$ cat config.mk
export PLATFORM = sky130hd
export DESIGN_NAME = barrel_core
export DESIGN_NICKNAME = d
export VERILOG_FILES = /design/src/barrel_pkg.sv /design/src/core_if.sv /design/src/barrel_core.sv /design/src/exec_unit.sv /design/src/issue_stage.sv /design/src/regfile.sv /design/src/thread_ctl.sv
export SDC_FILE = /design/constraint.sdc
export NUM_CORES = 2
export LEC_CHECK = 0
export ABC_AREA = 1
export BUFFER_PORTS_ARGS = -buffer_cell sky130_fd_sc_hd__clkbuf_2
export CAP_MARGIN = 20
export CORE_MARGIN = 5
export CORE_UTILIZATION = 28
export CTS_CLUSTER_SIZE = 16
export DETAILED_ROUTE_END_ITERATION = 8
export GPL_TIMING_DRIVEN = 0
export PLACE_DENSITY = 0.4
export RECOVER_POWER = 100
export SYNTH_ARGS = -nofsm -noshare
export SYNTH_HDL_FRONTEND = slang
export SYNTH_SLANG_ARGS = --single-unit
$ cat constraint.sdc
create_clock -name CLK -period 4.45 [get_ports CLK]
set_input_delay 0.89 -clock CLK [delete_from_list [all_inputs] [get_ports CLK]]
set_output_delay 0.89 -clock CLK [all_outputs]
set_load 0.01 [all_outputs]
$ cat src/barrel_pkg.sv
package barrel_pkg;

  localparam int DATA_W    = 32;
  localparam int REG_SEL_W = 3;
  localparam int NUM_REGS  = 8;
  localparam int IMM_W     = 16;

  // Instruction word layout, also used by the program assembler in the testbench
  localparam int OPC_MSB = 31;
  localparam int OPC_LSB = 28;
  localparam int RD_MSB  = 26;
  localparam int RD_LSB  = 24;
  localparam int RA_MSB  = 22;
  localparam int RA_LSB  = 20;
  localparam int RB_MSB  = 18;
  localparam int RB_LSB  = 16;
  localparam int IMM_MSB = 15;
  localparam int IMM_LSB = 0;

  // Thread t starts executing at word address t * THREAD_PC_STRIDE
  localparam int THREAD_PC_STRIDE = 64;

  // Codes above op_halt are treated as no-ops by the issue stage
  typedef enum logic [3:0] {
    op_add  = 4'd0,
    op_sub  = 4'd1,
    op_and  = 4'd2,
    op_or   = 4'd3,
    op_xor  = 4'd4,
    op_addi = 4'd5,
    op_ld   = 4'd6,
    op_st   = 4'd7,
    op_bz   = 4'd8,
    op_halt = 4'd9
  } opcode_e;

  typedef enum logic [1:0] {
    ts_idle,
    ts_run,
    ts_halt
  } thread_state_e;

endpackage

$ cat src/core_if.sv
`timescale 1ns/1ps

// Decoded instruction bundle handed from the issue stage to the execute unit
interface issue_if #(
  parameter int NUM_THREADS = 4
);
  localparam int SLICE_W = $clog2(NUM_THREADS);

  logic                               vld;
  logic [SLICE_W-1:0]                 slice;
  barrel_pkg::opcode_e                opcode;
  logic [barrel_pkg::REG_SEL_W-1:0]   rd;
  logic [barrel_pkg::DATA_W-1:0]      ra_val;
  logic [barrel_pkg::DATA_W-1:0]      rb_val;
  // Already sign-extended to the full data width
  logic [barrel_pkg::DATA_W-1:0]      imm;

  modport source (output vld, slice, opcode, rd, ra_val, rb_val, imm);
  modport sink   (input  vld, slice, opcode, rd, ra_val, rb_val, imm);

endinterface

// Register writeback from the execute unit into one bank of the register file
interface wb_if #(
  parameter int NUM_THREADS = 4
);
  localparam int SLICE_W = $clog2(NUM_THREADS);

  logic                               vld;
  logic [SLICE_W-1:0]                 slice;
  logic [barrel_pkg::REG_SEL_W-1:0]   sel;
  logic [barrel_pkg::DATA_W-1:0]      data;

  modport source (output vld, slice, sel, data);
  modport sink   (input  vld, slice, sel, data);

endinterface

$ cat src/barrel_core.sv
`timescale 1ns/1ps

module barrel_core #(
  parameter int NUM_THREADS = 4,
  parameter int IADDR_W     = 10
) (
  input  logic                          CLK,
  input  logic                          rst,
  input  logic                          start,
  output logic                          ics,
  output logic [IADDR_W-1:0]            iaddr,
  input  logic [barrel_pkg::DATA_W-1:0] idata,
  output logic                          dcs,
  output logic                          dwr,
  output logic [barrel_pkg::DATA_W-1:0] daddr,
  output logic [barrel_pkg::DATA_W-1:0] dout,
  input  logic [barrel_pkg::DATA_W-1:0] din,
  output logic [NUM_THREADS-1:0]        halted
);

  localparam int SLICE_W = $clog2(NUM_THREADS);

  logic [SLICE_W-1:0]               slice;
  logic                             redirect;
  logic [SLICE_W-1:0]               redirect_slice;
  logic [IADDR_W-1:0]               redirect_pc;
  logic                             halt_req;
  logic [barrel_pkg::REG_SEL_W-1:0] ra_sel;
  logic [barrel_pkg::REG_SEL_W-1:0] rb_sel;
  logic [barrel_pkg::DATA_W-1:0]    ra_val;
  logic [barrel_pkg::DATA_W-1:0]    rb_val;

  issue_if #(.NUM_THREADS(NUM_THREADS)) issue_bus ();
  wb_if    #(.NUM_THREADS(NUM_THREADS)) wb_bus ();

  thread_ctl #(
    .NUM_THREADS (NUM_THREADS),
    .IADDR_W     (IADDR_W)
  ) thread_ctl_i (
    .CLK            (CLK),
    .rst            (rst),
    .start          (start),
    .redirect       (redirect),
    .redirect_slice (redirect_slice),
    .redirect_pc    (redirect_pc),
    .halt_req       (halt_req),
    .ics            (ics),
    .iaddr          (iaddr),
    .slice          (slice),
    .halted         (halted)
  );

  issue_stage #(.NUM_THREADS(NUM_THREADS)) issue_stage_i (
    .CLK    (CLK),
    .rst    (rst),
    .ics    (ics),
    .slice  (slice),
    .idata  (idata),
    .ra_val (ra_val),
    .rb_val (rb_val),
    .ra_sel (ra_sel),
    .rb_sel (rb_sel),
    .issue  (issue_bus.source)
  );

  // The register file follows the fetch slice and lines it up with the returning word
  regfile #(.NUM_THREADS(NUM_THREADS)) regfile_i (
    .CLK      (CLK),
    .rst      (rst),
    .slice_rd (slice),
    .ra_sel   (ra_sel),
    .rb_sel   (rb_sel),
    .wb       (wb_bus.sink),
    .ra_val   (ra_val),
    .rb_val   (rb_val)
  );

  exec_unit #(
    .NUM_THREADS (NUM_THREADS),
    .IADDR_W     (IADDR_W)
  ) exec_unit_i (
    .CLK            (CLK),
    .rst            (rst),
    .issue          (issue_bus.sink),
    .din            (din),
    .dcs            (dcs),
    .dwr            (dwr),
    .daddr          (daddr),
    .dout           (dout),
    .redirect       (redirect),
    .redirect_slice (redirect_slice),
    .redirect_pc    (redirect_pc),
    .halt_req       (halt_req),
    .wb             (wb_bus.source)
  );

endmodule

$ cat src/exec_unit.sv
`timescale 1ns/1ps

module exec_unit #(
  parameter int NUM_THREADS = 4,
  parameter int IADDR_W     = 10,
  localparam int SLICE_W    = $clog2(NUM_THREADS)
) (
  input  logic                          CLK,
  input  logic                          rst,
  issue_if.sink                         issue,
  input  logic [barrel_pkg::DATA_W-1:0] din,
  output logic                          dcs,
  output logic                          dwr,
  output logic [barrel_pkg::DATA_W-1:0] daddr,
  output logic [barrel_pkg::DATA_W-1:0] dout,
  output logic                          redirect,
  output logic [SLICE_W-1:0]            redirect_slice,
  output logic [IADDR_W-1:0]            redirect_pc,
  output logic                          halt_req,
  wb_if.source                          wb
);

  logic [barrel_pkg::DATA_W-1:0] sum;
  logic [barrel_pkg::DATA_W-1:0] result;
  logic                          writes_rd;
  logic                          is_ld;
  logic                          is_st;
  logic [barrel_pkg::DATA_W-1:0] res_q;
  logic                          ld_q;

  // Shared adder for addi and for load/store addresses
  assign sum   = issue.ra_val + issue.imm;
  assign is_ld = (issue.opcode == barrel_pkg::op_ld);
  assign is_st = (issue.opcode == barrel_pkg::op_st);

  always_comb begin
    writes_rd = 1'b1;
    case (issue.opcode)
      barrel_pkg::op_add:  result = issue.ra_val + issue.rb_val;
      barrel_pkg::op_sub:  result = issue.ra_val - issue.rb_val;
      barrel_pkg::op_and:  result = issue.ra_val & issue.rb_val;
      barrel_pkg::op_or:   result = issue.ra_val | issue.rb_val;
      barrel_pkg::op_xor:  result = issue.ra_val ^ issue.rb_val;
      barrel_pkg::op_addi: result = sum;
      barrel_pkg::op_ld:   result = sum;
      default: begin
        result    = sum;
        writes_rd = 1'b0;
      end
    endcase
  end

  assign dcs   = issue.vld && (is_ld || is_st);
  assign dwr   = issue.vld && is_st;
  assign daddr = sum;
  assign dout  = issue.rb_val;

  // Branch target is an absolute word address held in the immediate
  assign redirect       = issue.vld && issue.opcode == barrel_pkg::op_bz && issue.ra_val == '0;
  assign redirect_slice = issue.slice;
  assign redirect_pc    = issue.imm[IADDR_W-1:0];
  assign halt_req       = issue.vld && issue.opcode == barrel_pkg::op_halt;

  always_ff @(posedge CLK) begin
    if (rst) begin
      wb.vld <= 1'b0;
    end else begin
      wb.vld <= issue.vld && writes_rd;
    end
  end

  always_ff @(posedge CLK) begin
    wb.slice <= issue.slice;
    wb.sel   <= issue.rd;
    res_q    <= result;
    ld_q     <= is_ld;
  end

  // Load data arrives from the synchronous RAM one cycle after the request
  assign wb.data = ld_q ? din : res_q;

  a_store_no_wb : assert property (@(posedge CLK) disable iff (rst)
    dwr |-> dcs ##1 !wb.vld);

endmodule

$ cat src/issue_stage.sv
`timescale 1ns/1ps

module issue_stage #(
  parameter int NUM_THREADS = 4,
  localparam int SLICE_W    = $clog2(NUM_THREADS)
) (
  input  logic                               CLK,
  input  logic                               rst,
  input  logic                               ics,
  input  logic [SLICE_W-1:0]                 slice,
  input  logic [barrel_pkg::DATA_W-1:0]      idata,
  input  logic [barrel_pkg::DATA_W-1:0]      ra_val,
  input  logic [barrel_pkg::DATA_W-1:0]      rb_val,
  output logic [barrel_pkg::REG_SEL_W-1:0]   ra_sel,
  output logic [barrel_pkg::REG_SEL_W-1:0]   rb_sel,
  issue_if.source                            issue
);

  logic                             ics_d;
  logic [SLICE_W-1:0]               slice_d;
  barrel_pkg::opcode_e              opcode;
  logic [barrel_pkg::IMM_W-1:0]     imm_raw;
  logic                             known_op;

  // Tag the instruction word that comes back one cycle after the fetch
  always_ff @(posedge CLK) begin
    if (rst) begin
      ics_d   <= 1'b0;
      slice_d <= '0;
    end else begin
      ics_d   <= ics;
      slice_d <= slice;
    end
  end

  assign opcode  = barrel_pkg::opcode_e'(idata[barrel_pkg::OPC_MSB:barrel_pkg::OPC_LSB]);
  assign imm_raw = idata[barrel_pkg::IMM_MSB:barrel_pkg::IMM_LSB];
  assign ra_sel  = idata[barrel_pkg::RA_MSB:barrel_pkg::RA_LSB];
  assign rb_sel  = idata[barrel_pkg::RB_MSB:barrel_pkg::RB_LSB];

  always_comb begin
    case (opcode)
      barrel_pkg::op_add, barrel_pkg::op_sub, barrel_pkg::op_and,
      barrel_pkg::op_or, barrel_pkg::op_xor, barrel_pkg::op_addi,
      barrel_pkg::op_ld, barrel_pkg::op_st, barrel_pkg::op_bz,
      barrel_pkg::op_halt: known_op = 1'b1;
      default:             known_op = 1'b0;
    endcase
  end

  // Unknown codes simply drop out here and never reach execute
  always_ff @(posedge CLK) begin
    if (rst) begin
      issue.vld <= 1'b0;
    end else begin
      issue.vld <= ics_d && known_op;
    end
  end

  always_ff @(posedge CLK) begin
    issue.slice  <= slice_d;
    issue.opcode <= opcode;
    issue.rd     <= idata[barrel_pkg::RD_MSB:barrel_pkg::RD_LSB];
    issue.ra_val <= ra_val;
    issue.rb_val <= rb_val;
    issue.imm    <= barrel_pkg::DATA_W'(signed'(imm_raw));
  end

endmodule

$ cat src/regfile.sv
`timescale 1ns/1ps

module regfile #(
  parameter int NUM_THREADS = 4,
  localparam int SLICE_W    = $clog2(NUM_THREADS)
) (
  input  logic                               CLK,
  input  logic                               rst,
  input  logic [SLICE_W-1:0]                 slice_rd,
  input  logic [barrel_pkg::REG_SEL_W-1:0]   ra_sel,
  input  logic [barrel_pkg::REG_SEL_W-1:0]   rb_sel,
  wb_if.sink                                 wb,
  output logic [barrel_pkg::DATA_W-1:0]      ra_val,
  output logic [barrel_pkg::DATA_W-1:0]      rb_val
);

  logic [barrel_pkg::DATA_W-1:0] regs [NUM_THREADS][barrel_pkg::NUM_REGS];
  logic [SLICE_W-1:0]            rd_bank;

  // Operands are read the cycle after the fetch, when the instruction word returns
  always_ff @(posedge CLK) begin
    if (rst) begin
      rd_bank <= '0;
    end else begin
      rd_bank <= slice_rd;
    end
  end

  always_comb begin
    ra_val = regs[rd_bank][ra_sel];
    rb_val = regs[rd_bank][rb_sel];
  end

  always_ff @(posedge CLK) begin
    if (rst) begin
      for (int b = 0; b < NUM_THREADS; b++) begin
        for (int r = 0; r < barrel_pkg::NUM_REGS; r++) begin
          regs[b][r] <= '0;
        end
      end
    end else if (wb.vld) begin
      regs[wb.slice][wb.sel] <= wb.data;
    end
  end

  // The slice rotation keeps the writing thread two turns away from the
  // reading one, so no bypass path is needed
  a_no_bank_conflict : assert property (@(posedge CLK) disable iff (rst)
    wb.vld |-> wb.slice != rd_bank);

endmodule

$ cat src/thread_ctl.sv
`timescale 1ns/1ps

module thread_ctl #(
  parameter int NUM_THREADS = 4,
  parameter int IADDR_W     = 10,
  localparam int SLICE_W    = $clog2(NUM_THREADS)
) (
  input  logic                   CLK,
  input  logic                   rst,
  input  logic                   start,
  input  logic                   redirect,
  input  logic [SLICE_W-1:0]     redirect_slice,
  input  logic [IADDR_W-1:0]     redirect_pc,
  input  logic                   halt_req,
  output logic                   ics,
  output logic [IADDR_W-1:0]     iaddr,
  output logic [SLICE_W-1:0]     slice,
  output logic [NUM_THREADS-1:0] halted
);

  barrel_pkg::thread_state_e state [NUM_THREADS];
  logic [IADDR_W-1:0]        pc    [NUM_THREADS];
  logic [SLICE_W-1:0]        slice_nxt;

  assign slice_nxt = slice + SLICE_W'(1);

  // The fetch port is registered, so the decision for the next slice is made
  // one cycle ahead from that thread's state and program counter
  always_ff @(posedge CLK) begin
    if (rst) begin
      slice <= '0;
      ics   <= 1'b0;
    end else begin
      slice <= slice_nxt;
      ics   <= (state[slice_nxt] == barrel_pkg::ts_run);
    end
  end

  always_ff @(posedge CLK) begin
    iaddr <= pc[slice_nxt];
  end

  // Per-thread run state
  // A halt from the execute unit wins over everything, a halted thread waits for reset
  always_ff @(posedge CLK) begin
    for (int t = 0; t < NUM_THREADS; t++) begin
      if (rst) begin
        state[t] <= barrel_pkg::ts_idle;
      end else begin
        case (state[t])
          barrel_pkg::ts_idle: begin
            if (start) begin
              state[t] <= barrel_pkg::ts_run;
            end
          end
          barrel_pkg::ts_run: begin
            if (halt_req && redirect_slice == SLICE_W'(t)) begin
              state[t] <= barrel_pkg::ts_halt;
            end
          end
          default: state[t] <= barrel_pkg::ts_halt;
        endcase
      end
    end
  end

  // Program counters
  // A taken branch lands two cycles after the fetch, well before the next turn
  always_ff @(posedge CLK) begin
    for (int t = 0; t < NUM_THREADS; t++) begin
      if (rst) begin
        pc[t] <= IADDR_W'(t * barrel_pkg::THREAD_PC_STRIDE);
      end else if (redirect && redirect_slice == SLICE_W'(t)) begin
        pc[t] <= redirect_pc;
      end else if (ics && slice == SLICE_W'(t)) begin
        pc[t] <= pc[t] + IADDR_W'(1);
      end
    end
  end

  always_comb begin
    for (int t = 0; t < NUM_THREADS; t++) begin
      halted[t] = (state[t] == barrel_pkg::ts_halt);
    end
  end

  // The fetch decision is taken a cycle early, so a halt arriving from the execute
  // unit must never leave a stale fetch behind for the stopped thread
  a_fetch_only_running : assert property (@(posedge CLK) disable iff (rst)
    ics |-> state[slice] == barrel_pkg::ts_run);

endmodule
==> key figures <==
Yosys
  • Cells after synthesis: 6822
  • Cell area after synthesis: 61600 sq um
  • Main flop type after synthesis: edfxtp_1
  • Synth area leaders: edfxtp_1 52%, nor2_1 9.1%, nand2_1 8.7%
  • Top post-synthesis cells by count: 1500 x nor2_1, 1422 x nand2_1, 1072 x edfxtp_1, 480 x a21oi_1, 396 x o21ai_0
  • Most frequent cell after synthesis: nor2_1
  • Dominant cell type by area after synthesis: edfxtp_1
  • Top cell type's share of synthesized area: 0.522
  • Avg Cell Area, Syn: 9.03 sq um
  • Synth warnings: 0
  • Number of synthesized register bits: 1217
  • Ys async rst share: 0
  • Part of the Yosys area used for sequential elements: 0.570
  • Synth Net Count: around 7000
  • Yosys cell types: 50
  • EDFF count, synth: about 1100

Clock tree
  • Clock-pin slew on the worst setup and hold paths: 0.06 ns
  • Clk sink count: approximately 1200
  • Clk_lat worst skew: 0.87 ns
  • CTS tree: yes
  • Post-CTS Hold Buffers: 0
  • Maximum clock insertion buffer count: 3
  • CTS buffer count: 150
  • CTS root buf: clkbuf_16
  • # H-tree levels: 4

Setup path
  • Type of the worst setup path: reg -> out
  • Reg2reg start: issue_stage_i.issue.rb_val[1]
  • R2R cell count: 17
  • WP data arrival: between 3 and 4 ns
  • FF-to-FF End: exec_unit_i.res_q[20]
  • Max FO, Critical Path: 5
  • Endpoint class of the critical path: output pin
  • CP Launch Type: flop
  • CP Data Required Time: 3.56 ns
  • Register-to-register setup slack: 0.12 ns

Global route
  • GRT Resource Usage Total: 0.345
  • Initial antenna violation count: 39
  • Met3 Usage GRT: 0.112
  • GRT met2 Usage: 0.535
  • Pin count of the biggest net entering global routing: 33
  • First-pass GRT wire length: 524 mm
  • Remaining Overflow, GRT: 0
  • Grt peak-use layer: met2
  • Grt met1 use: 0.420
  • Vias in the first global route: 53800

Run
  • MaxCap Viol Count: 0

Drt
  • Drt first pass iters: 6
  • DRC errors left: 0
  • Vias: 58100
  • Drt wl/cell: ~40 microns
  • Post-route ant nets: 0
  • Post-Route WL: 410 mm
  • Via density: 5.69
  • Initial DRC count: 8750

Hold path
  • Endpoint, Worst Hold: issue_stage_i.issue.rd[2]
  • Worst min path class: in -> reg
  • Hold_sp: idata[26]
  • Hold path cells: 1

STA
  • Fin Clk Skew: 0.0725 ns
  • Pins Over Slew Limit: 0
  • Max Freq: around 220 MHz
  • Setup WS post-layout: -0.0319 ns
  • Period minus WS final: roughly 4.5 ns
  • Setup TNS Final: -0.0319 ns
  • Period utilization: 1.01
  • Final Hold Viols: 0
  • Final Setup Violations: 1
  • Slew HR: 0.146
  • Worst Max-Slew Pin Slew: 1.28 ns
  • RSZ-0062 raised after global routing: true

Floorplan
  • Height of the die: 479 microns
  • Initial Util: 0.281
  • # rows: 172
  • Die X: 479 microns
  • Placeable Area: about 220000 sq um
  • Full die area: between 200000 and 250000 sq um
  • # IOs: 148

Pwr
  • Worst VDD drop: 0.313 mV
  • Leak: 28.9 nW
  • Power density over the cells: 474 nW/um^2

Status
  • Failing checks: setup timing
  • Status: finished with violations

Placement
  • Hpwl dp: 306 mm
  • Routability cong.: 0.990
  • Buffers on Ports: ~140

Cells and area
  • Layout cells sized above 1: 0.0851
  • Final Util: 0.329
  • Final nets: 7390
  • # fillers: 23000
  • Area Overhead vs Synth: 17.2%
-- metal layers --
| metal | vias to the layer above | wire (microns) |
|---|---|---|
| li1 | 24000 | - |
| met1 | 29300 | 155000 |
| met2 | 3881 | 180000 |
| met3 | 952 | 46400 |
| met4 | 0 | 28800 |
| met5 | - | 0 |
-- logic make-up (layout without fill, tap and decap cells) --
group / count (synthesis) / count (layout) / synth area share
other: 0 / 33 / 0
AOI/OAI and AO/OA: 1239 / 1239 / 0.121
and+or+nand+nor: 3282 / 3282 / 0.210
adders and majority gates: 137 / 137 / 0.0281
buffers and inverters: 847 / 1333 / 0.0569
xor gates and xnor gates: 68 / 68 / 0.00967
DFF: 1217 / 1217 / 0.570
muxes: 32 / 32 / 0.00520
-- sequential cells by signal (all words and copies together) (netlist names), 2 cells and up --
register                    flops
exec_unit_i.res_q              32
issue_stage_i.slice_d           2
issue_stage_i.issue.rd          3
thread_ctl_i.state              8
issue_stage_i.issue.slice       2
thread_ctl_i.pc                40
issue_stage_i.issue.imm        16
exec_unit_i.wb.slice            2
thread_ctl_i.iaddr             10
issue_stage_i.issue.ra_val     32
thread_ctl_i.slice              2
issue_stage_i.issue.rb_val     32
exec_unit_i.wb.sel              3
regfile_i.regs               1024
issue_stage_i.issue.opcode      4
-- worst max-delay path: stages (launching register included) --
cell and delay (ns):
dfxtp_1 0.44, ha_1 0.46, nand2_1 0.15, nor2_1 0.16, inv_1 0.10, nor2_1 0.57
nand4_1 0.37, nand3_1 0.19, nand2_1 0.08, nand2_1 0.08, clkbuf_2 0.15
-- final cells by class --
type / instances / area [sq um] / area share
clock inverters: 73 / 930 / 0.0129
multi-input cells: 4758 / 23200 / 0.321
inverters: 355 / 1340 / 0.0185
plain buffers: 492 / 2190 / 0.0303
clock buffers: 201 / 4050 / 0.0560
diodes: 33 / 82.6 / 0.00114
well taps: 2871 / 3590 / 0.0497
flip-flops and latches: 1217 / 35100 / 0.486
repair buffers: 212 / 1750 / 0.0242
-- placed cells by master, fill, tap and decap left out, drive strengths merged, types with 5 or more instances in the layout --
cell    instances
a211oi          7
a21oi         480
a221oi         15
a31oi          10
a32o          113
and2           12
buf           239
bufinv         11
clkbuf        666
clkinv         57
dfxtp         145
diode          33
edfxtp       1072
ha            135
inv           357
mux2i          32
nand2        1425
nand3         256
nand3b         13
nand4          34
nor2         1506
nor3           21
nor4            7
o211ai         20
o21a           10
o21ai         421
o21bai          5
o22a          111
o22ai          31
or2             6
xnor2          11
xor2           57
-- worst max path at each step --
stage                              startpoint                      to  slack (ns)  cells past startpoint
6_report       issue_stage_i.issue.ra_val[14]               daddr[19]       -0.03                     10
5_1_grt         issue_stage_i.issue.rb_val[1]   exec_unit_i.res_q[24]      -0.009                     21
4_1_cts         issue_stage_i.issue.rb_val[0]   exec_unit_i.res_q[22]      -0.008                     23
3_5_place_dp    issue_stage_i.issue.rb_val[0]   exec_unit_i.res_q[22]       -0.92                     23
3_3_place_gp                              rst  regfile_i.regs[3][121]       -1.51                      7
2_1_floorplan   issue_stage_i.issue.rb_val[0]   exec_unit_i.res_q[18]        1.51                     23
-- power breakdown --
group          leakage (nW)  total [mW]  switching [mW]  internal, mW
combinational          14.2        8.09            6.46          1.63
clock                  2.39        12.7            5.62          7.13
sequential             12.3        13.4           0.436          12.9
total                  28.9        34.2            12.5          21.7
-- what timing repair did --
item / in CTS / in global routing
endpoints found under the hold margin: 0 / 0
buffers inserted: 3 / 0
gates resized for setup: 15 / 14
endpoints found under the setup margin: 41 / 15
pin swaps: 2 / 0
-- through the flow --
stage	worst slack [ns]	hold WS, ns	cell area, sq um	std cells	total power [mW]
2_1_floorplan	1.51	0.310	61600	6822	16.9
3_3_place_gp	-1.51	0.320	65900	9835	21.2
3_5_place_dp	-0.923	0.325	67100	9899	21.3
4_1_cts	-0.00766	0.101	72200	10200	33.9
5_1_grt	-0.00900	0.131	72200	10200	34.8
6_report	-0.0319	0.156	72200	10200	34.2
No activity file was read; power rests on OpenSTA's default activity.
